===== src/logic/uart_pkg.sv =====
package uart_pkg;

  // frame shape
  // one start bit, eight data bits lsb first, even parity, one stop bit
  localparam int OVERSAMPLE = 16;
  localparam int DATA_BITS  = 8;
  localparam int FRAME_BITS = 11;

  // widths of the per-bit tick counter and the data bit index
  localparam int TICK_W = $clog2(OVERSAMPLE);
  localparam int BIT_W  = $clog2(DATA_BITS);

  // tick at which the receiver checks the start bit
  // about half a bit after the falling edge
  localparam int MID_TICK = OVERSAMPLE / 2 - 1;

  // clock cycles per oversample tick, 25 MHz clock
  // index is baud_select, 300 baud at 0 up to 115200 baud at 7
  localparam int DIV_W = 13;
  localparam logic [7:0][DIV_W-1:0] DIVISOR_TABLE = {
    13'd14,    // 115200
    13'd27,    // 57600
    13'd41,    // 38400
    13'd81,    // 19200
    13'd163,   // 9600
    13'd326,   // 4800
    13'd1302,  // 1200
    13'd5208   // 300
  };

  // host queue depths and credit counter width
  localparam int TX_DEPTH = 4;
  localparam int RX_DEPTH = 4;
  localparam int CREDIT_W = 3;

  // transmit queue payload
  typedef logic [DATA_BITS-1:0] uart_word_t;

  // one received frame with its status flags
  typedef struct packed {
    logic [DATA_BITS-1:0] data;
    logic                 perror;
    logic                 ferror;
    logic                 overrun;
  } uart_rx_word_t;

  // word as seen by the host, valid for one cycle per delivery
  typedef struct packed {
    logic          valid;
    uart_rx_word_t word;
  } uart_rx_out_t;

  // frame phases, shared by both serial engines
  typedef enum logic [2:0] {
    ST_IDLE,
    ST_START,
    ST_DATA,
    ST_PARITY,
    ST_STOP
  } uart_state_e;

endpackage


===== src/logic/uart_baud_gen.sv =====
`timescale 1ns/10ps

module uart_baud_gen (
  input  logic       Rx_VALID,
  input  logic       reset,
  input  logic [2:0] baud_select,
  output logic       tick
);

  // cycles left until the next tick
  logic [uart_pkg::DIV_W-1:0] cnt;
  logic [uart_pkg::DIV_W-1:0] reload;

  // divisor for the selected rate, minus one
  // counting down to zero gives one tick per divisor cycles
  assign reload = uart_pkg::DIVISOR_TABLE[baud_select] - 1'b1;

  always_ff @(posedge Rx_VALID) begin
    if (reset) begin
      cnt  <= '0;
      tick <= 1'b0;
    end else if (cnt == '0) begin
      // baud_select is only looked at here
      // so a rate change waits for the current period to end
      cnt  <= reload;
      tick <= 1'b1;
    end else begin
      cnt  <= cnt - 1'b1;
      tick <= 1'b0;
    end
  end

endmodule


===== src/logic/uart_credit_fifo.sv =====
`timescale 1ns/10ps

module uart_credit_fifo #(
  parameter type T            = uart_pkg::uart_word_t,
  parameter int  DEPTH        = 4,
  parameter bit  CREDIT_GATED = 1'b0
) (
  input  logic Rx_VALID,
  input  logic reset,
  input  logic push,
  input  T     push_data,
  output logic full,
  input  logic credit_in,
  output logic pop_valid,
  output T     pop_data,
  input  logic pop
);

  // storage, no reset needed on payload
  T mem [DEPTH];

  logic [$clog2(DEPTH)-1:0]   wr_ptr;
  logic [$clog2(DEPTH)-1:0]   rd_ptr;
  logic [$clog2(DEPTH+1)-1:0] count;
  logic [uart_pkg::CREDIT_W-1:0] credits;
  logic credit_ok;
  logic do_push;
  logic take;

  assign full     = (count == DEPTH);
  assign pop_data = mem[rd_ptr];
  assign do_push  = push && !full;

  // word leaves only when present and allowed
  assign pop_valid = (count != '0) && credit_ok;

  // credit mode delivers on its own, pop mode waits for the consumer
  assign take = CREDIT_GATED ? pop_valid : (pop && pop_valid);

  generate
    if (CREDIT_GATED) begin : g_credit
      // one credit per credit_in pulse, one spent per delivery
      always_ff @(posedge Rx_VALID) begin
        if (reset) begin
          credits <= '0;
        end else begin
          case ({credit_in, take})
            2'b10:   credits <= credits + 1'b1;
            2'b01:   credits <= credits - 1'b1;
            default: credits <= credits;
          endcase
        end
      end
      assign credit_ok = (credits != '0);
    end else begin : g_pop
      // consumer handshake only
      assign credits   = '0;
      assign credit_ok = 1'b1;
    end
  endgenerate

  always_ff @(posedge Rx_VALID) begin
    if (do_push) begin
      mem[wr_ptr] <= push_data;
    end
  end

  // pointers wrap at DEPTH, count tracks occupancy
  always_ff @(posedge Rx_VALID) begin
    if (reset) begin
      wr_ptr <= '0;
      rd_ptr <= '0;
      count  <= '0;
    end else begin
      if (do_push) begin
        wr_ptr <= (wr_ptr == DEPTH - 1) ? '0 : wr_ptr + 1'b1;
      end
      if (take) begin
        rd_ptr <= (rd_ptr == DEPTH - 1) ? '0 : rd_ptr + 1'b1;
      end
      case ({do_push, take})
        2'b10:   count <= count + 1'b1;
        2'b01:   count <= count - 1'b1;
        default: count <= count;
      endcase
    end
  end

endmodule


===== src/logic/uart_receiver.sv =====
`timescale 1ns/10ps

module uart_receiver (
  input  logic                    Rx_VALID,
  input  logic                    reset,
  input  logic                    tick,
  input  logic                    rx_en,
  input  logic                    rxd,
  input  logic                    full,
  output logic                    push,
  output uart_pkg::uart_rx_word_t push_data
);

  uart_pkg::uart_state_e state;

  // two-flop synchronizer plus one more stage for edge detect
  logic rxd_meta;
  logic rxd_sync;
  logic rxd_prev;

  logic [uart_pkg::TICK_W-1:0] tick_cnt;
  logic [uart_pkg::BIT_W-1:0]  bit_idx;
  uart_pkg::uart_word_t        shreg;
  logic                        parity;
  logic                        perror;
  // a frame was lost since the last stored word
  logic                        overrun_flag;
  logic                        mid_start;
  logic                        mid_bit;
  logic                        frame_ok;

  // start bit checked about half a bit in
  assign mid_start = tick && (tick_cnt == uart_pkg::TICK_W'(uart_pkg::MID_TICK));
  // later bits one full bit apart from there
  assign mid_bit   = tick && (tick_cnt == uart_pkg::TICK_W'(uart_pkg::OVERSAMPLE - 1));

  // queue has room for the finished frame
  assign frame_ok = !full;

  always_ff @(posedge Rx_VALID) begin
    if (reset) begin
      rxd_meta <= 1'b1;
      rxd_sync <= 1'b1;
      rxd_prev <= 1'b1;
    end else begin
      rxd_meta <= rxd;
      rxd_sync <= rxd_meta;
      rxd_prev <= rxd_sync;
    end
  end

  always_ff @(posedge Rx_VALID) begin
    if (reset) begin
      state        <= uart_pkg::ST_IDLE;
      tick_cnt     <= '0;
      bit_idx      <= '0;
      parity       <= 1'b0;
      perror       <= 1'b0;
      overrun_flag <= 1'b0;
      push         <= 1'b0;
    end else begin
      push <= 1'b0;
      if (state != uart_pkg::ST_IDLE && tick) begin
        tick_cnt <= tick_cnt + 1'b1;
      end
      if (!rx_en) begin
        // disabled, drop any partial frame
        state <= uart_pkg::ST_IDLE;
      end else begin
        case (state)
          uart_pkg::ST_IDLE: begin
            // falling edge on the line
            if (rxd_prev && !rxd_sync) begin
              state    <= uart_pkg::ST_START;
              tick_cnt <= '0;
            end
          end
          uart_pkg::ST_START: begin
            if (mid_start) begin
              tick_cnt <= '0;
              bit_idx  <= '0;
              parity   <= 1'b0;
              // glitch if the line is high again
              state <= rxd_sync ? uart_pkg::ST_IDLE : uart_pkg::ST_DATA;
            end
          end
          uart_pkg::ST_DATA: begin
            if (mid_bit) begin
              parity <= parity ^ rxd_sync;
              if (bit_idx == uart_pkg::BIT_W'(uart_pkg::DATA_BITS - 1)) begin
                state <= uart_pkg::ST_PARITY;
              end else begin
                bit_idx <= bit_idx + 1'b1;
              end
            end
          end
          uart_pkg::ST_PARITY: begin
            if (mid_bit) begin
              // even parity, received bit must match xor of data
              perror <= parity ^ rxd_sync;
              state  <= uart_pkg::ST_STOP;
            end
          end
          uart_pkg::ST_STOP: begin
            if (mid_bit) begin
              state <= uart_pkg::ST_IDLE;
              if (frame_ok) begin
                push         <= 1'b1;
                overrun_flag <= 1'b0;
              end else begin
                // frame is lost, next stored word reports it
                overrun_flag <= 1'b1;
              end
            end
          end
          default: state <= uart_pkg::ST_IDLE;
        endcase
      end
    end
  end

  // data shifts in from the top, lsb arrives first
  always_ff @(posedge Rx_VALID) begin
    if (state == uart_pkg::ST_DATA && mid_bit) begin
      shreg <= {rxd_sync, shreg[uart_pkg::DATA_BITS-1:1]};
    end
  end

  // result word, captured at mid stop bit
  always_ff @(posedge Rx_VALID) begin
    if (state == uart_pkg::ST_STOP && mid_bit) begin
      push_data.data    <= shreg;
      push_data.perror  <= perror;
      push_data.ferror  <= !rxd_sync;
      push_data.overrun <= overrun_flag;
    end
  end

endmodule


===== src/logic/uart_top.sv =====
`timescale 1ns/10ps

module uart_top (
  input  logic                   Rx_VALID,
  input  logic                   reset,
  input  logic [2:0]             baud_select,
  input  logic                   tx_en,
  input  logic                   rx_en,
  input  logic                   tx_wr,
  input  uart_pkg::uart_word_t   tx_data,
  output logic                   tx_credit,
  output logic                   tx_busy,
  output logic                   txd,
  input  logic                   rxd,
  input  logic                   rx_credit,
  output uart_pkg::uart_rx_out_t rx_out
);

  logic                    tick;
  // transmit side
  logic                    tx_word_valid;
  uart_pkg::uart_word_t    tx_word;
  logic                    tx_pop;
  // receive side
  logic                    rx_full;
  logic                    rx_push;
  uart_pkg::uart_rx_word_t rx_push_data;
  logic                    rx_pop_valid;
  uart_pkg::uart_rx_word_t rx_pop_data;

  // every word taken by the transmitter frees one host credit
  assign tx_credit = tx_pop;

  // host sees the delivery strobe and the word together
  assign rx_out.valid = rx_pop_valid;
  assign rx_out.word  = rx_pop_data;

  // one tick source for both directions
  uart_baud_gen u_baud_gen (
    .Rx_VALID    (Rx_VALID),
    .reset       (reset),
    .baud_select (baud_select),
    .tick        (tick)
  );

  // host credits keep this queue from filling, so full is not needed
  uart_credit_fifo #(
    .T            (uart_pkg::uart_word_t),
    .DEPTH        (uart_pkg::TX_DEPTH),
    .CREDIT_GATED (1'b0)
  ) u_tx_fifo (
    .Rx_VALID  (Rx_VALID),
    .reset     (reset),
    .push      (tx_wr),
    .push_data (tx_data),
    .full      (),
    .credit_in (1'b0),
    .pop_valid (tx_word_valid),
    .pop_data  (tx_word),
    .pop       (tx_pop)
  );

  uart_transmitter u_transmitter (
    .Rx_VALID   (Rx_VALID),
    .reset      (reset),
    .tick       (tick),
    .tx_en      (tx_en),
    .word_valid (tx_word_valid),
    .word       (tx_word),
    .pop        (tx_pop),
    .txd        (txd),
    .tx_busy    (tx_busy)
  );

  uart_receiver u_receiver (
    .Rx_VALID  (Rx_VALID),
    .reset     (reset),
    .tick      (tick),
    .rx_en     (rx_en),
    .rxd       (rxd),
    .full      (rx_full),
    .push      (rx_push),
    .push_data (rx_push_data)
  );

  // delivery paced by host credits, no pop handshake
  uart_credit_fifo #(
    .T            (uart_pkg::uart_rx_word_t),
    .DEPTH        (uart_pkg::RX_DEPTH),
    .CREDIT_GATED (1'b1)
  ) u_rx_fifo (
    .Rx_VALID  (Rx_VALID),
    .reset     (reset),
    .push      (rx_push),
    .push_data (rx_push_data),
    .full      (rx_full),
    .credit_in (rx_credit),
    .pop_valid (rx_pop_valid),
    .pop_data  (rx_pop_data),
    .pop       (1'b0)
  );

endmodule


===== src/logic/uart_transmitter.sv =====
`timescale 1ns/10ps

module uart_transmitter (
  input  logic                 Rx_VALID,
  input  logic                 reset,
  input  logic                 tick,
  input  logic                 tx_en,
  input  logic                 word_valid,
  input  uart_pkg::uart_word_t word,
  output logic                 pop,
  output logic                 txd,
  output logic                 tx_busy
);

  uart_pkg::uart_state_e state;

  logic [uart_pkg::TICK_W-1:0] tick_cnt;
  logic [uart_pkg::BIT_W-1:0]  bit_idx;
  // data being shifted out, lsb first
  uart_pkg::uart_word_t        shreg;
  // running xor of the bits already sent
  logic                        parity;
  logic                        bit_done;

  // take a word on a tick while idle and enabled
  assign pop = (state == uart_pkg::ST_IDLE) && tick && tx_en && word_valid;

  // last tick of the current bit
  assign bit_done = tick && (tick_cnt == uart_pkg::TICK_W'(uart_pkg::OVERSAMPLE - 1));

  always_ff @(posedge Rx_VALID) begin
    if (reset) begin
      state    <= uart_pkg::ST_IDLE;
      tick_cnt <= '0;
      bit_idx  <= '0;
      parity   <= 1'b0;
      txd      <= 1'b1;
      tx_busy  <= 1'b0;
    end else begin
      // count ticks inside a bit
      if (state != uart_pkg::ST_IDLE && tick) begin
        tick_cnt <= tick_cnt + 1'b1;
      end
      case (state)
        uart_pkg::ST_IDLE: begin
          if (pop) begin
            // start bit goes out right away
            state    <= uart_pkg::ST_START;
            tick_cnt <= '0;
            bit_idx  <= '0;
            parity   <= 1'b0;
            txd      <= 1'b0;
            tx_busy  <= 1'b1;
          end
        end
        uart_pkg::ST_START: begin
          if (bit_done) begin
            state <= uart_pkg::ST_DATA;
            txd   <= shreg[0];
          end
        end
        uart_pkg::ST_DATA: begin
          if (bit_done) begin
            parity <= parity ^ shreg[0];
            if (bit_idx == uart_pkg::BIT_W'(uart_pkg::DATA_BITS - 1)) begin
              // even parity, bit equals xor of all data bits
              state <= uart_pkg::ST_PARITY;
              txd   <= parity ^ shreg[0];
            end else begin
              bit_idx <= bit_idx + 1'b1;
              txd     <= shreg[1];
            end
          end
        end
        uart_pkg::ST_PARITY: begin
          if (bit_done) begin
            state <= uart_pkg::ST_STOP;
            txd   <= 1'b1;
          end
        end
        uart_pkg::ST_STOP: begin
          // frame ends here even if tx_en dropped meanwhile
          if (bit_done) begin
            state   <= uart_pkg::ST_IDLE;
            tx_busy <= 1'b0;
          end
        end
        default: state <= uart_pkg::ST_IDLE;
      endcase
    end
  end

  // payload shifter
  always_ff @(posedge Rx_VALID) begin
    if (pop) begin
      shreg <= word;
    end else if (state == uart_pkg::ST_DATA && bit_done) begin
      shreg <= shreg >> 1;
    end
  end

endmodule

===== config.mk =====
export PLATFORM = sky130hd
export DESIGN_NAME = uart_top
export DESIGN_NICKNAME = d
export VERILOG_FILES = /design/src/logic/uart_pkg.sv /design/src/logic/uart_baud_gen.sv /design/src/logic/uart_credit_fifo.sv /design/src/logic/uart_receiver.sv /design/src/logic/uart_top.sv /design/src/logic/uart_transmitter.sv
export SDC_FILE = /design/constraint.sdc
export NUM_CORES = 1
export LEC_CHECK = 0
export ABC_CLOCK_PERIOD_IN_PS = 3200
export BUFFER_PORTS_ARGS = -buffer_cell sky130_fd_sc_hd__buf_2
export CAP_MARGIN = 20
export CORE_MARGIN = 4
export CORE_UTILIZATION = 50
export CTS_BUF_LIST = sky130_fd_sc_hd__clkbuf_4 sky130_fd_sc_hd__clkbuf_8
export CTS_CLUSTER_SIZE = 12
export DETAILED_ROUTE_END_ITERATION = 8
export PLACE_DENSITY = 0.67
export RECOVER_POWER = 50
export SYNTH_ARGS = -nofsm -noshare
export SYNTH_HDL_FRONTEND = slang
export SYNTH_HIERARCHICAL = 1
export SYNTH_SLANG_ARGS = --single-unit

===== constraint.sdc =====
create_clock -name Rx_VALID -period 3.2 [get_ports Rx_VALID]
set_input_delay 0.32 -clock Rx_VALID [delete_from_list [all_inputs] [get_ports Rx_VALID]]
set_output_delay 0.32 -clock Rx_VALID [all_outputs]
set_load 0.05 [all_outputs]

# Yosys cells after proc, flatten, opt, wreduce, memory -nomap -nowiden
# Memories as Yosys holds them, arrays and structs flattened. A register that Yosys moved wholly into a read port is not among the register bits.
# Cells that the tools add are included.
# word_totals
ff_bits,88
ram_bits,76
mem_bits_ro,104
input_bits,18
output_inout_bits,15
wordCells,209
mem_count,3
# op_classes
addsub,16
order_cmp,1
n_eq_ne,39
mux,67
n_bitwise,5
reduce_logical,47
# memory_table
name,depth,word_bits,read_ports,rd_ports_with_merged_regs,wr,line_no,text
(no name shown),8,13,1,0,0,uart_baud_gen.sv:16,assign reload = uart_pkg::DIVISOR_TABLE[baud_select] - 1'b1;
u_rx_fifo.mem,4,11,1,1,1,uart_credit_fifo.sv:20,T mem [DEPTH];
u_tx_fifo.mem,4,8,1,1,1,uart_credit_fifo.sv:20,
# ops
cell,n
3-bit two-way mux,18
3-bit one-hot mux with 2 select lines,5
3-bit one-hot mux with 5 select lines,2
4-bit two-way mux,7
13-bit two-way mux,2
"13-bit by 1-bit subtractor with 13-bit output, second input constant",2
"2-bit by 1-bit != test with 1-bit output, second input constant",11
"3-bit equality test, second input constant",6
2-bit two-way mux,9
1-bit two-way mux,17
1-bit logical AND,16
8-bit two-way mux,2
"3-bit by 1-bit adder with 3-bit output, second input constant",5
3-bit nonzero test,5
"2-bit equality test, second input constant",7
2-bit nonzero test,7
13-bit zero test,1
"3-bit by 2-bit equality test with 1-bit output, second input constant",4
3-bit AND reduction,4
6-bit AND reduction,2
5-bit AND reduction,2
"3-bit by 1-bit subtractor with 3-bit output, second input constant",3
"2-bit by 1-bit adder with 2-bit output, second input constant",4
"4-bit by 1-bit adder with 4-bit output, second input constant",2
17 further kinds,32

# Longest topological paths before layout
# depth
word_depth,7
mapped_depth,13
depth_no_buf,11

# By module
# The synthesis kept the hierarchy.
# modules_own_cells
module,instances,cells_each,area_per_inst_um2,seq_area_each_um2
uart_credit_fifo (u_rx_fifo),1,130,2239.6,1561.5
uart_credit_fifo (u_tx_fifo),1,96,1650.3,1141.1
uart_receiver,1,126,1541.5,910.9
uart_transmitter,1,107,1021.0,500.5
uart_baud_gen,1,110,870.8,280.3
uart_top,1,2,11.3,0.0

# Least setup slack after synthesis
# OpenSTA, ideal clock, no wires.
# synth_timing
path_kind,reg-to-reg
from,register u_baud_gen.tick
to,register u_tx_fifo.count[2]
setup_time_ns,0.070
arrival_time_ns,2.749
setup_slack_ns,0.381
path_stages_with_launch,13
n_path_buf,1
synth_period_minus_slack_ns,2.819
path_cell_list,dfxtp_1 -> nor2b_1 -> nand4_1 -> inv_1 -> buf_2 -> o31ai_1 -> inv_1 -> ha_1 -> inv_1 -> fa_1 -> xor2_1 -> or3_2 -> a21oi_1
# synth_via
elab_chain_len,6
word_cells_on_any_way,8
classes_between,2 x eq/ne; 1 x mux; 5 x reduce/logical
# synth_rtl
element,line_no,text
"start, declared",uart_baud_gen.sv:7,output logic tick
"start signal, assigned",uart_baud_gen.sv:21,tick <= 1'b0;
"start signal, assigned",uart_baud_gen.sv:26,tick <= 1'b1;
"start signal, assigned",uart_baud_gen.sv:29,tick <= 1'b0;
1-bit logical AND (*) (3 in series),uart_transmitter.sv:26,assign pop = (state == uart_pkg::ST_IDLE) && tick && tx_en && word_valid;
net tx_credit,uart_top.sv:11,"output logic tx_credit,"
1-bit logical AND (*),uart_credit_fifo.sv:38,assign take = CREDIT_GATED ? pop_valid : (pop && pop_valid);
2-bit by 1-bit equality test with 1-bit output or 2-bit equality test (tied branches),uart_credit_fifo.sv:81,"case ({do_push, take})"
3-bit one-hot mux with 2 select lines or 2-bit nonzero test (tied branches),--,
"end signal, assigned",uart_credit_fifo.sv:82,2'b10: count <= count + 1'b1;
"end signal, assigned",uart_credit_fifo.sv:83,2'b01: count <= count - 1'b1;
"end signal, assigned",uart_credit_fifo.sv:84,default: count <= count;
"end, declared",uart_credit_fifo.sv:24,logic [$clog2(DEPTH+1)-1:0] count;
# The timed path passes the listed nets; every way through them passes the cells marked *.
# A chain may end at the register's enable or synchronous reset.

# Worst setup path after layout
# layout_timing
from,register u_transmitter.state[0]
to,register u_tx_fifo.count[2]
# layout_via
elab_chain_len,7
word_cells_on_any_way,9
classes_between,2 x eq/ne; 1 x mux; 6 x reduce/logical
# layout_rtl
element,line_no,text
"start, declared",uart_transmitter.sv:15,uart_pkg::uart_state_e state;
"start signal, assigned",uart_transmitter.sv:33,state <= uart_pkg::ST_IDLE;
"start signal, assigned",uart_transmitter.sv:48,state <= uart_pkg::ST_START;
"start signal, assigned",uart_transmitter.sv:58,state <= uart_pkg::ST_DATA;
3-bit zero test (*),uart_transmitter.sv:26,
1-bit logical AND (*) (3 in series),uart_transmitter.sv:26,
1-bit logical AND (*),uart_credit_fifo.sv:38,
2-bit by 1-bit equality test with 1-bit output or 2-bit equality test (tied branches),uart_credit_fifo.sv:81,
3-bit one-hot mux with 2 select lines or 2-bit nonzero test (tied branches),--,
# Mark *: on every way between the ends. The rest lies on a longest branch, timed or not.

==> summary.txt <==
Placement
  – Port Buf Inserts: 32
  – Placement Setup Slack: 616.0 ps
  – Placer Congestion: 0.8624
  – Post-placement cell area: 7599 µm²
  – Post-DP HPWL: 8589 µm

Floorplan
  – Top Ports: 33
  – Die height: 129.1 µm
  – Width of the die: 129.1 µm
  – Initial Util: 51.98%
  – Rows: 43
  – Die Area: 16660 µm²
  – Core area: 14100 µm²

Routing
  – DR iter-0 viols: 232
  – Via density: 5.657
  – Via count: 4480
  – Pre-Repair DR Iteration Count: 4
  – ANT nets after route: 0
  – Mean routed wirelength per cell: 15.93 µm
  – DRC Markers: 0
  – Routed WL: 12620 µm

Final layout
  – Fin nets: 644
  – N_diodes: 0
  – Multi-input logic area: 2671 µm²
  – Area Growth Syn to Fin: 7.975%
  – Share of cells above drive strength 1: 14.71%
  – FF+latch area: 4394 µm²
  – # fillers: 1171
  – Design area: 7911 µm²

Power and ir drop
  – Peak VDD IR: 0.4002 mV
  – Pwr dens: 562.2 nW/µm²
  – Leak pwr: 2.749 nW

GRT
  – GRT Total Usage: 15.91%
  – GRT Residual Overflow: 0
  – Initial antenna violation count: 0
  – Pin count of the biggest net entering global routing: 35
  – First-pass GRT wire length: 20980 µm
  – Vias in the first global route: 4422

Critical path
  – Crit path top cell by count: inv_1
  – Critical path arrival: 2980 ps
  – Cell breakdown of the critical path: nor2_2 > nand4_1 > buf_4 > inv_1 > o31ai_1 > inv_1 > ha_1 > inv_1 > fa_1 > xor2_1 > or3_2 > a21oi_1
  – R2R cell count: 12
  – Worst setup path class: reg2reg
  – CP endpoint kind: register
  – CP peak stage delay: 410 ps
  – CP max FO: 12
  – Slowest CP cell: dfxtp_1
  – Startpoint Class: register
  – Critical path required time: 3570 ps

Min path
  – Hold-critical path depth: 2
  – Worst Hold Class: in2reg

Synth
  – Syn avg cell area: 12.88 µm²
  – YS warnings: 6
  – Mapped Cells: 569
  – Cell area after synthesis: 7327 µm²
  – Post-Syn Nets: 614

Clocking
  – Clock buffer depth: 2
  – H-tree depth: 4
  – Clk sink count: 168
  – CTS tree: yes
  – Cts hold-fix bufs: 0
  – Worst-skew pair later-pin latency: 450 ps
  – Post-CTS Resized: 0
  – Clock root cell: clkbuf_8
  – Total CTS buffers: 17
  – Clock slew at reported path FFs: 90 ps
  – Post-CTS Setup Bufs: 0

Status
  – Failing checks: max-capacitance violations, max-slew violations
  – Status: complete, but fails checks

Timing
  – Unrepaired setup endpoints after global routing: no
  – Max-slew violation count: 35
  – TNS Setup: 0 ps
  – Skew final: 10.35 ps
  – Actual slew at the worst max-slew pin: 1607 ps
  – Fmax: 383.3 MHz
  – Final setup viols: 0
  – Tcrit/Tclk final: 81.53%
  – Final Worst Setup Slack: 591.0 ps
  – Rel. slew slack: -7.113%
  – Final worst path period need: 2609 ps
  – Hold Vio Cnt, Final: 0

Run
  – Max-cap check violation count: 1
[worst max-delay path, delay by kind of cell (launching register included)]
| kind | cells | cell delay [ps] |
|---|---|---|
| xor gates and xnor gates | 1 | 160 |
| AOI/OAI and AO/OA | 2 | 270 |
| DFF | 1 | 410 |
| buffers and inverters | 4 | 410 |
| adders and majority gates | 2 | 550 |
| and+or+nand+nor | 3 | 730 |
[stage by stage]
stage | total power [mW] | utilization, % | instances | hold slack (ps)
detailed placement | 3.193 | 53.91 | 760 | 395.0
floorplan | 3.038 | - | 569 | 389.5
finish | 4.447 | 56.12 | 792 | 59.07
global route | 4.723 | 56.12 | 792 | 30.04
global placement | 3.173 | 53.91 | 760 | 395.4
CTS | 4.496 | 56.31 | 792 | 25.93
[metal layers]
metal  share of wire, %  global-route usage [%]  vias up
li1                   -                       -     2198
met1                 45                   19.85     2202
met2                 50                   26.80       64
met3                3.7                   4.658       16
met4                1.4                   5.188        0
met5                  0                       0        -
[sequential cells by signal, indices dropped and copies added (netlist names), 4 cells and up, named ones only]
register and count:
u_rx_fifo/mem 44, u_tx_fifo/mem 32, u_baud_gen/cnt 13, u_receiver/push_data 11, u_receiver/shreg 8, u_transmitter/shreg 8, u_receiver/tick_cnt 4, u_transmitter/tick_cnt 4
[layout by cell type (no fill, tap or decap), types with 15 or more instances in the layout]
cell type  instances
ha_1              24
clkbuf_8          17
buf_2             21
a21oi_1           29
nor2_1            30
nor3_1            17
edfxtp_1         103
dfxtp_1           65
mux4_2            19
xor2_1            15
nand2_1           37
inv_1             29
[final cells by class]
| cell class | instances | share of cell area [%] |
|---|---|---|
| Clock inverter | 15 | 1.328 |
| Sequential cell | 168 | 55.54 |
| Inverter | 29 | 1.376 |
| Tap cell | 180 | 2.847 |
| Clock buffer | 17 | 2.957 |
| Multi-Input combinational cell | 347 | 33.77 |
| Timing Repair Buffer | 36 | 2.183 |
[report_power, final]
part,total (mW),internal [mW],switching [mW]
sequential,2.48,2.38,0.0927
combinational,0.666,0.282,0.384
clock,1.31,0.536,0.769
total,4.45,3.20,1.25
[final timing paths]
check                                            start             endpoint  slack (ps)
worst max-delay path            u_transmitter/state[0]   u_tx_fifo/count[2]         590
worst min-delay path                               rxd  u_receiver/rxd_meta          60
worst max register to register  u_transmitter/state[0]   u_tx_fifo/count[2]         590
worst min register to register     u_receiver/rxd_meta  u_receiver/rxd_sync         410
No activity file was read; power rests on OpenSTA's default activity.
